File: src/hw/loader_map_pkg.sv
/*
 * Memory regions of the game ROM set, host address width
 * and default region start addresses
 */
package loader_map_pkg;

    localparam int IOCTL_AW = 25;   // Host byte address width

    // Where a downloaded byte ends up
    typedef enum logic [2:0] {
        REG_MAIN,   // Main CPU code
        REG_SND,    // Sound CPU code
        REG_SCR,    // Scroll tiles
        REG_OBJ,    // Object sprites
        REG_PCM,    // PCM samples
        REG_PROM    // Colour PROMs, kept out of SDRAM
    } region_e;

    // SDRAM byte offsets, ROM set order
    localparam logic [21:0] SND_START_DEF = 22'h01_0000;
    localparam logic [21:0] SCR_START_DEF = 22'h01_4000;
    localparam logic [21:0] OBJ_START_DEF = 22'h01_C000;
    localparam logic [21:0] PCM_START_DEF = 22'h02_C000;

    // PROMs follow the SDRAM data in the ROM set
    localparam logic [IOCTL_AW-1:0] PROM_START_DEF = 25'h03_C000;

endpackage

File: src/hw/sdram_prog_pkg.sv
/*
 * SDRAM programming port widths and output stage states
 */
package sdram_prog_pkg;

    localparam int SDRAM_AW = 22;   // 16-bit word address
    localparam int MASK_W   = 2;    // Active low byte mask

    // Output stage of the download path
    typedef enum logic {
        PS_IDLE,        // Nothing pending
        PS_WAIT_ACK     // prog_we held until the controller takes it
    } prog_state_e;

endpackage

File: src/hw/prog_if.sv
/*
 * One classified download item passed between loader stages
 */
`timescale 1ns/1ps

interface prog_if;

    logic                                   valid;  // One cycle strobe
    loader_map_pkg::region_e                region;
    logic [sdram_prog_pkg::SDRAM_AW-1:0]    addr;
    logic [7:0]                             data;
    logic [sdram_prog_pkg::MASK_W-1:0]      mask;   // Bit k low writes byte k

    // Producing stage
    modport src (
        output valid,
        output region,
        output addr,
        output data,
        output mask
    );

    // Consuming stage
    modport dst (
        input  valid,
        input  region,
        input  addr,
        input  data,
        input  mask
    );

endinterface

File: src/hw/ioctl_capture.sv
/*
 * Input stage of the ROM loader. Registers host writes,
 * tags them with a region and forms word address and byte mask
 */
`timescale 1ns/1ps

module ioctl_capture #(
    parameter logic [21:0] SND_START = loader_map_pkg::SND_START_DEF,
    parameter logic [21:0] SCR_START = loader_map_pkg::SCR_START_DEF,
    parameter logic [21:0] OBJ_START = loader_map_pkg::OBJ_START_DEF,
    parameter logic [21:0] PCM_START = loader_map_pkg::PCM_START_DEF,
    parameter logic [loader_map_pkg::IOCTL_AW-1:0] PROM_START =
        loader_map_pkg::PROM_START_DEF
) (
    input  logic                                clk,
    input  logic                                arst_n,
    input  logic                                downloading,
    input  logic [loader_map_pkg::IOCTL_AW-1:0] ioctl_addr,
    input  logic [7:0]                          ioctl_dout,
    input  logic                                ioctl_wr,
    prog_if.src                                 cap
);

    logic                                   take;
    loader_map_pkg::region_e                region;
    logic [sdram_prog_pkg::SDRAM_AW-1:0]    word_addr;
    logic [sdram_prog_pkg::MASK_W-1:0]      mask;

    // Highest region start that the address reaches
    function automatic loader_map_pkg::region_e classify(
        input logic [loader_map_pkg::IOCTL_AW-1:0] a
    );
        if (a >= PROM_START)
            return loader_map_pkg::REG_PROM;
        else if (a >= PCM_START)
            return loader_map_pkg::REG_PCM;
        else if (a >= OBJ_START)
            return loader_map_pkg::REG_OBJ;
        else if (a >= SCR_START)
            return loader_map_pkg::REG_SCR;
        else if (a >= SND_START)
            return loader_map_pkg::REG_SND;
        else
            return loader_map_pkg::REG_MAIN;
    endfunction

    assign take   = ioctl_wr & downloading;
    assign region = classify(ioctl_addr);

    // PROM bytes keep their byte address, the next stage rebases it
    assign word_addr = (region == loader_map_pkg::REG_PROM) ? ioctl_addr[21:0]
                                                             : ioctl_addr[22:1];

    // Even byte to the upper half, bytes swapped as on the board
    assign mask = ioctl_addr[0] ? 2'b10 : 2'b01;

    always_ff @(posedge clk or negedge arst_n) begin
        if (!arst_n) begin
            cap.valid <= 1'b0;
        end else begin
            cap.valid <= take;
        end
    end

    always_ff @(posedge clk) begin
        if (take) begin
            cap.region <= region;
            cap.addr   <= word_addr;
            cap.data   <= ioctl_dout;
            cap.mask   <= mask;
        end
    end

    // Classification relies on the ROM set layout being in order
    a_region_order: assert property (@(posedge clk) disable iff (!arst_n)
        SND_START < SCR_START && SCR_START < OBJ_START &&
        OBJ_START < PCM_START && {3'b000, PCM_START} < PROM_START)
        else $error("Region start addresses are not ascending");

endmodule

File: src/hw/rom_mangle.sv
/*
 * Processing stage of the ROM loader. Nibble swap for scroll tiles,
 * sprite address swizzle and PROM address rebasing
 */
`timescale 1ns/1ps

module rom_mangle #(
    parameter logic [loader_map_pkg::IOCTL_AW-1:0] PROM_START =
        loader_map_pkg::PROM_START_DEF
) (
    input  logic    clk,
    input  logic    arst_n,
    prog_if.dst     in_item,
    prog_if.src     out_item
);

    // Only the low part matters, PROM data is small
    localparam logic [sdram_prog_pkg::SDRAM_AW-1:0] PROM_OFS =
        PROM_START[sdram_prog_pkg::SDRAM_AW-1:0];

    logic [sdram_prog_pkg::SDRAM_AW-1:0]    nxt_addr;
    logic [7:0]                             nxt_data;
    logic [sdram_prog_pkg::MASK_W-1:0]      nxt_mask;

    always_comb begin
        nxt_addr = in_item.addr;
        nxt_data = in_item.data;
        nxt_mask = in_item.mask;
        case (in_item.region)
            loader_map_pkg::REG_SCR: begin
                nxt_data = {in_item.data[3:0], in_item.data[7:4]};
            end
            loader_map_pkg::REG_OBJ: begin
                // Sprite rows come out as 32-bit words
                nxt_addr[0]   = ~in_item.addr[3];
                nxt_addr[1]   = ~in_item.addr[4];
                nxt_addr[5:2] = {in_item.addr[5], in_item.addr[2:0]};
            end
            loader_map_pkg::REG_PROM: begin
                nxt_addr = in_item.addr - PROM_OFS;    // Offset inside PROM space
                nxt_mask = '1;                          // No SDRAM bytes
            end
            default: begin
                // Main, sound and PCM go through as they are
            end
        endcase
    end

    always_ff @(posedge clk or negedge arst_n) begin
        if (!arst_n) begin
            out_item.valid <= 1'b0;
        end else begin
            out_item.valid <= in_item.valid;
        end
    end

    always_ff @(posedge clk) begin
        if (in_item.valid) begin
            out_item.region <= in_item.region;
            out_item.addr   <= nxt_addr;
            out_item.data   <= nxt_data;
            out_item.mask   <= nxt_mask;
        end
    end

endmodule

File: src/hw/sdram_prog.sv
/*
 * Output stage of the ROM loader. Holds SDRAM writes until acknowledged,
 * pulses the PROM strobe and reports download busy
 */
`timescale 1ns/1ps

module sdram_prog (
    input  logic                                    clk,
    input  logic                                    arst_n,
    prog_if.dst                                     item,
    input  logic                                    downloading,
    input  logic                                    sdram_ack,
    output logic [sdram_prog_pkg::SDRAM_AW-1:0]     prog_addr,
    output logic [7:0]                              prog_data,
    output logic [sdram_prog_pkg::MASK_W-1:0]       prog_mask,
    output logic                                    prog_we,
    output logic                                    prom_we,
    output logic                                    dwnld_busy
);

    sdram_prog_pkg::prog_state_e    state;
    logic                           is_prom;
    logic                           sdram_item;

    assign is_prom    = item.region == loader_map_pkg::REG_PROM;
    assign sdram_item = item.valid & ~is_prom;

    always_ff @(posedge clk or negedge arst_n) begin
        if (!arst_n) begin
            state   <= sdram_prog_pkg::PS_IDLE;
            prom_we <= 1'b0;
        end else begin
            prom_we <= item.valid & is_prom;   // Single cycle, no ack
            case (state)
                sdram_prog_pkg::PS_IDLE: begin
                    if (sdram_item)
                        state <= sdram_prog_pkg::PS_WAIT_ACK;
                end
                sdram_prog_pkg::PS_WAIT_ACK: begin
                    if (sdram_ack)
                        state <= sdram_prog_pkg::PS_IDLE;
                end
                default: state <= sdram_prog_pkg::PS_IDLE;
            endcase
        end
    end

    // Same register feeds both the SDRAM and the PROM write
    always_ff @(posedge clk) begin
        if (item.valid) begin
            prog_addr <= item.addr;
            prog_data <= item.data;
            prog_mask <= item.mask;
        end
    end

    assign prog_we    = state == sdram_prog_pkg::PS_WAIT_ACK;
    assign dwnld_busy = downloading | prog_we;  // Stay busy past the last byte

    // Controller only answers a pending request
    a_no_ack_idle: assert property (@(posedge clk) disable iff (!arst_n)
        state == sdram_prog_pkg::PS_IDLE |-> !sdram_ack)
        else $error("sdram_ack without a pending write");

    a_we_exclusive: assert property (@(posedge clk) disable iff (!arst_n)
        !(prog_we && prom_we))
        else $error("prog_we and prom_we high together");

    // Host pacing rule, no back-pressure exists upstream
    a_no_overrun: assert property (@(posedge clk) disable iff (!arst_n)
        state == sdram_prog_pkg::PS_WAIT_ACK |-> !sdram_item)
        else $error("SDRAM item arrived while a write is pending");

endmodule

File: src/hw/game_loader.sv
/*
 * ROM download path of the game core. Capture, mangle and
 * SDRAM programming stages
 */
`timescale 1ns/1ps

module game_loader #(
    parameter logic [21:0] SND_START = loader_map_pkg::SND_START_DEF,
    parameter logic [21:0] SCR_START = loader_map_pkg::SCR_START_DEF,
    parameter logic [21:0] OBJ_START = loader_map_pkg::OBJ_START_DEF,
    parameter logic [21:0] PCM_START = loader_map_pkg::PCM_START_DEF,
    parameter logic [loader_map_pkg::IOCTL_AW-1:0] PROM_START =
        loader_map_pkg::PROM_START_DEF
) (
    input  logic                                    clk,
    input  logic                                    arst_n,
    // Host download
    input  logic                                    downloading,
    input  logic [loader_map_pkg::IOCTL_AW-1:0]     ioctl_addr,
    input  logic [7:0]                              ioctl_dout,
    input  logic                                    ioctl_wr,
    // SDRAM programming
    input  logic                                    sdram_ack,
    output logic [sdram_prog_pkg::SDRAM_AW-1:0]     prog_addr,
    output logic [7:0]                              prog_data,
    output logic [sdram_prog_pkg::MASK_W-1:0]       prog_mask,  // Active low
    output logic                                    prog_we,
    output logic                                    prom_we,
    output logic                                    dwnld_busy
);

    prog_if cap_if ();  // Classified host byte
    prog_if mng_if ();  // Rearranged, ready to write

    ioctl_capture #(
        .SND_START  ( SND_START     ),
        .SCR_START  ( SCR_START     ),
        .OBJ_START  ( OBJ_START     ),
        .PCM_START  ( PCM_START     ),
        .PROM_START ( PROM_START    )
    ) u_capture (
        .clk            ( clk           ),
        .arst_n         ( arst_n        ),
        .downloading    ( downloading   ),
        .ioctl_addr     ( ioctl_addr    ),
        .ioctl_dout     ( ioctl_dout    ),
        .ioctl_wr       ( ioctl_wr      ),
        .cap            ( cap_if.src    )
    );

    rom_mangle #(
        .PROM_START ( PROM_START    )
    ) u_mangle (
        .clk        ( clk           ),
        .arst_n     ( arst_n        ),
        .in_item    ( cap_if.dst    ),
        .out_item   ( mng_if.src    )
    );

    sdram_prog u_prog (
        .clk            ( clk           ),
        .arst_n         ( arst_n        ),
        .item           ( mng_if.dst    ),
        .downloading    ( downloading   ),
        .sdram_ack      ( sdram_ack     ),
        .prog_addr      ( prog_addr     ),
        .prog_data      ( prog_data     ),
        .prog_mask      ( prog_mask     ),
        .prog_we        ( prog_we       ),
        .prom_we        ( prom_we       ),
        .dwnld_busy     ( dwnld_busy    )
    );

endmodule

File: config.mk
export PLATFORM = sky130hd
export DESIGN_NAME = game_loader
export DESIGN_NICKNAME = d
export VERILOG_FILES = /design/src/hw/loader_map_pkg.sv /design/src/hw/sdram_prog_pkg.sv /design/src/hw/prog_if.sv /design/src/hw/ioctl_capture.sv /design/src/hw/rom_mangle.sv /design/src/hw/sdram_prog.sv /design/src/hw/game_loader.sv
export SDC_FILE = /design/constraint.sdc
export NUM_CORES = 1
export LEC_CHECK = 0
export BUFFER_PORTS_ARGS = -buffer_cell sky130_fd_sc_hd__buf_2
export CORE_MARGIN = 2
export CORE_UTILIZATION = 51
export DETAILED_ROUTE_END_ITERATION = 8
export PLACE_DENSITY = 0.84
export SYNTH_ARGS = -nofsm -noshare
export SYNTH_HDL_FRONTEND = slang
export SYNTH_SLANG_ARGS = --single-unit
File: constraint.sdc
create_clock -name clk -period 4.2 [get_ports clk]
set_input_delay 0.21 -clock clk [delete_from_list [all_inputs] [get_ports clk]]
set_output_delay 0.21 -clock clk [all_outputs]
set_load 0.01 [all_outputs]
==> summary.md <==
| Metric | Value |
|---|---|
| TritonCTS Buffers | `9` |
| Measured slew at the worst slew-check pin | `0.652 ns` |
| Final core occ | `62.5%` |
| First-pass GRT wire length | `8570 um` |
| # clock sinks | `106` |
| Cells after synthesis | `193` |
| Mapped Avg Cell Area | `20.3 sq um` |
| #FFs+latches synth | `106` |
| Slew Viols, Final | `0` |
| Placeable Area | `7330 sq um` |
| Synth Warn # | `0` |
| Total vias in the final route | `1886` |
| Fillers | `534` |
| Critical Path Start Type | `register` |
| Clock tree buffer depth | `2` |
| Drt wl/cell | `14.4 um` |
| Port-buffer cells | `72` |
| Sequential Area | `3160 sq um` |
| # rows | `31` |
| Vias per cell | `4.99` |
| Max frequency | `0.580 GHz` |
| Worst hold path class | `input port to register` |
| Multi-input combinational cell area | `716 sq um` |
| Max cap viols | `0` |
| CP max stage delay | `0.60 ns` |
| Most frequent cells in the layout | `edfxtp_1, buf_2, mux2_2` |
| Fraction of the mapped netlist area in adder cells | `0.319%` |
| DRT iter0 DRCs | `91` |
| Die height | `91.7 um` |
| GRT Total Usage | `13.6%` |
| Post-synthesis sequential area ratio | `80.7%` |
| Most common cell after layout, fill and taps aside | `edfxtp_1` |
| Hpwl dp | `3850 um` |
| Clock Pin Slew Worst Setup and Hold Paths | `0.10 ns` |
| CP max FO | `8` |
| Critical path buffers and inverters | `0` |
| DRT Pass-1 Iters | `4` |
| RSZ-0062 raised after global routing | `false` |
| Slowest-stage cell, CP | `nor3b_2` |
| Cts repair resizes | `0` |
| Min Tclk post-route | `1.73 ns` |
| Initial antenna violation count | `0` |
| Hold-fix buffers, CTS | `1` |
| CP top delay family | `simple AND/OR/NAND/NOR gates` |
| Final wirelength | `5450 um` |
| Placed Cells | `361` |
| H-tree depth | `3` |
| Levels on crit path | `2` |
| Library cells used by synthesis | `37` |
| Outcome | `complete, no violations` |
| Synthesized area | `3920 sq um` |
| Die area | `8400 sq um` |
| Final hold vios | `0` |
| Pwr/cell area | `419 nW/um^2` |
| Die boundary width | `91.7 um` |
| RD Place Congestion | `0.735` |
| Net Count, Synth | `232` |
| Peak VDD IR | `0.162 mV` |
| # nets final | `313` |
| R2R cell count | `2` |
| Final global-route overflow total | `0` |
| Non-Filler Instances | `378` |
| Io pins | `73` |
| Main combinational cell family by area after synthesis | `multiplexers` |
| Max_slew headroom | `56.3%` |
| Worst path cell trace | `nor3b_2 > mux2_2` |
| Final Total Pwr | `1920 uW` |
| Post-route DRC violation count | `0` |
| Req. time, crit path | `4.30 ns` |
| Multiplexer share of the synthesized area | `9.26%` |
| Skew-Pair Late Insertion Delay | `0.36 ns` |
| CP Class | `register to register` |
| Fin Setup TNS | `0 ns` |
| Worst Hold Depth | `1` |
| Pin count of the biggest net entering global routing | `37` |
| Final setup viols | `0` |
| Post-synthesis compound-gate area fraction | `1.60%` |
| Share of layout cells above drive strength 1 | `44.4%` |
| Post-route clock period utilization | `41.1%` |
| # Post-CTS Setup Buffers | `0` |
| Xor and xnor area share after synthesis | `1.56%` |
| DRT antenna net count | `0` |
| Antenna Diode Count | `0` |
| Pleak | `0.00173 uW` |
| Area Growth Syn to Fin | `16.9%` |
| Critical Path Sink Type | `register` |
| Initial core utilization | `53.5%` |
| CTS tree | `yes` |
| Root Buffer | `clkbuf_8` |
| Clk_skew | `0.0133 ns` |
| Vias in the first global route | `1801` |
| Worst slack on hold paths | `0.0289 ns` |
| Post-Synth Simple-Gate Area | `5.52%` |
| Worst EP arrival | `1.83 ns` |
-- flip-flops by register name, summed over array words and instances, names as in the netlist --
| register | flops |
|---|---|
| u_capture.cap.addr | 22 |
| u_mangle.out_item.addr | 22 |
| u_prog.prog_addr | 22 |
| u_capture.cap.data | 8 |
| u_mangle.out_item.data | 8 |
| u_prog.prog_data | 8 |
| u_capture.cap.region | 3 |
| u_mangle.out_item.region | 3 |
| u_capture.cap.mask | 2 |
| u_mangle.out_item.mask | 2 |
| u_prog.prog_mask | 2 |
| u_capture.cap.valid | 1 |
| u_mangle.out_item.valid | 1 |
| u_prog.prog_we | 1 |
| u_prog.prom_we | 1 |
-- path summary, 6_finish.rpt --
check	slack, ns	end	start
min in group asynchronous	0.20	u_prog.prom_we$_DFF_PN0_	arst_n
setup / recovery	2.47	u_mangle.out_item.data[0]$_DFFE_PP_	u_capture.cap.region[2]$_DFFE_PP_
hold / removal	0.03	u_capture.cap.data[2]$_DFFE_PP_	ioctl_dout[2]
hold reg to reg	0.42	u_mangle.out_item.addr[9]$_DFFE_PP_	u_capture.cap.addr[9]$_DFFE_PP_
max in group asynchronous	3.88	u_mangle.out_item.valid$_DFF_PN0_	arst_n
setup reg to reg	2.47	u_mangle.out_item.data[0]$_DFFE_PP_	u_capture.cap.region[2]$_DFFE_PP_
-- power breakdown --
group | switching [uW] | leakage [uW] | internal [uW] | total, uW
clock network | 335 | 0.0000938 | 228 | 563
registers | 23.2 | 0.00101 | 1230 | 1250
logic | 53.4 | 0.000629 | 50.7 | 104
-- cell families after synthesis --
kind of cell | count (synthesis)
flops | 106
simple gates | 33
mux | 29
compound gates | 10
xor+xnor | 7
buf+inv | 7
fa+ha+maj | 1
-- final cells by class --
class | instances | area share (%)
Multi-Input combinational cell | 80 | 15.6
Tap cell | 99 | 2.70
Clock buffer | 10 | 2.79
Timing Repair Buffer | 76 | 8.57
Inverter | 1 | 0.0819
Sequential cell | 106 | 69.0
Clock inverter | 6 | 1.20
-- cells in the mapped netlist --
cell type      count  area share, %
nand2b_1           3           0.48
nor4_1             1           0.16
edfxtp_1         102             78
or2_2              2           0.32
nor3_1             2           0.26
mux2i_1            1           0.26
ha_1               1           0.32
a211oi_1           1           0.19
buf_6              1           0.29
nand3_2            1           0.26
nor3b_2            1           0.32
mux2_4            10            3.8
xnor2_1            3           0.67
a21oi_1            2           0.26
nand4_1            2           0.32
nor4b_1            1           0.22
inv_1              1          0.096
o21ai_0            4           0.51
dlygate4sd3_1      1           0.26
dfrtp_1            4            2.6
a21o_1             1           0.19
mux2_2            18            5.2
nand3b_2           1           0.29
o21a_1             1           0.19
xor2_1             4           0.89
nor3b_1            1           0.19
nand2_1            9           0.86
and2_1             1           0.16
nand3b_1           1           0.19
clkbuf_1           3           0.29
and3b_1            1           0.22
and3_1             2           0.32
clkbuf_2           1           0.13
a221o_1            1           0.26
nor2_1             2           0.19
and4_1             1           0.22
nor4_4             1           0.54
-- through the flow --
step	worst slack [ns]	instance area [sq um]
2_1_floorplan	2.69	3920
3_3_place_gp	2.47	4390
3_5_place_dp	2.39	4390
4_1_cts	2.46	4580
5_1_grt	2.39	4580
6_report	2.47	4580
-- routing by layer --
layer | global-route usage [%] | wire, um
met1 | 18.2 | 2430
met3 | 2.88 | 284
met2 | 20.7 | 2620
met5 | 0 | 0
met4 | 8.08 | 121
Note: power is estimated with default switching activity, not from simulation.
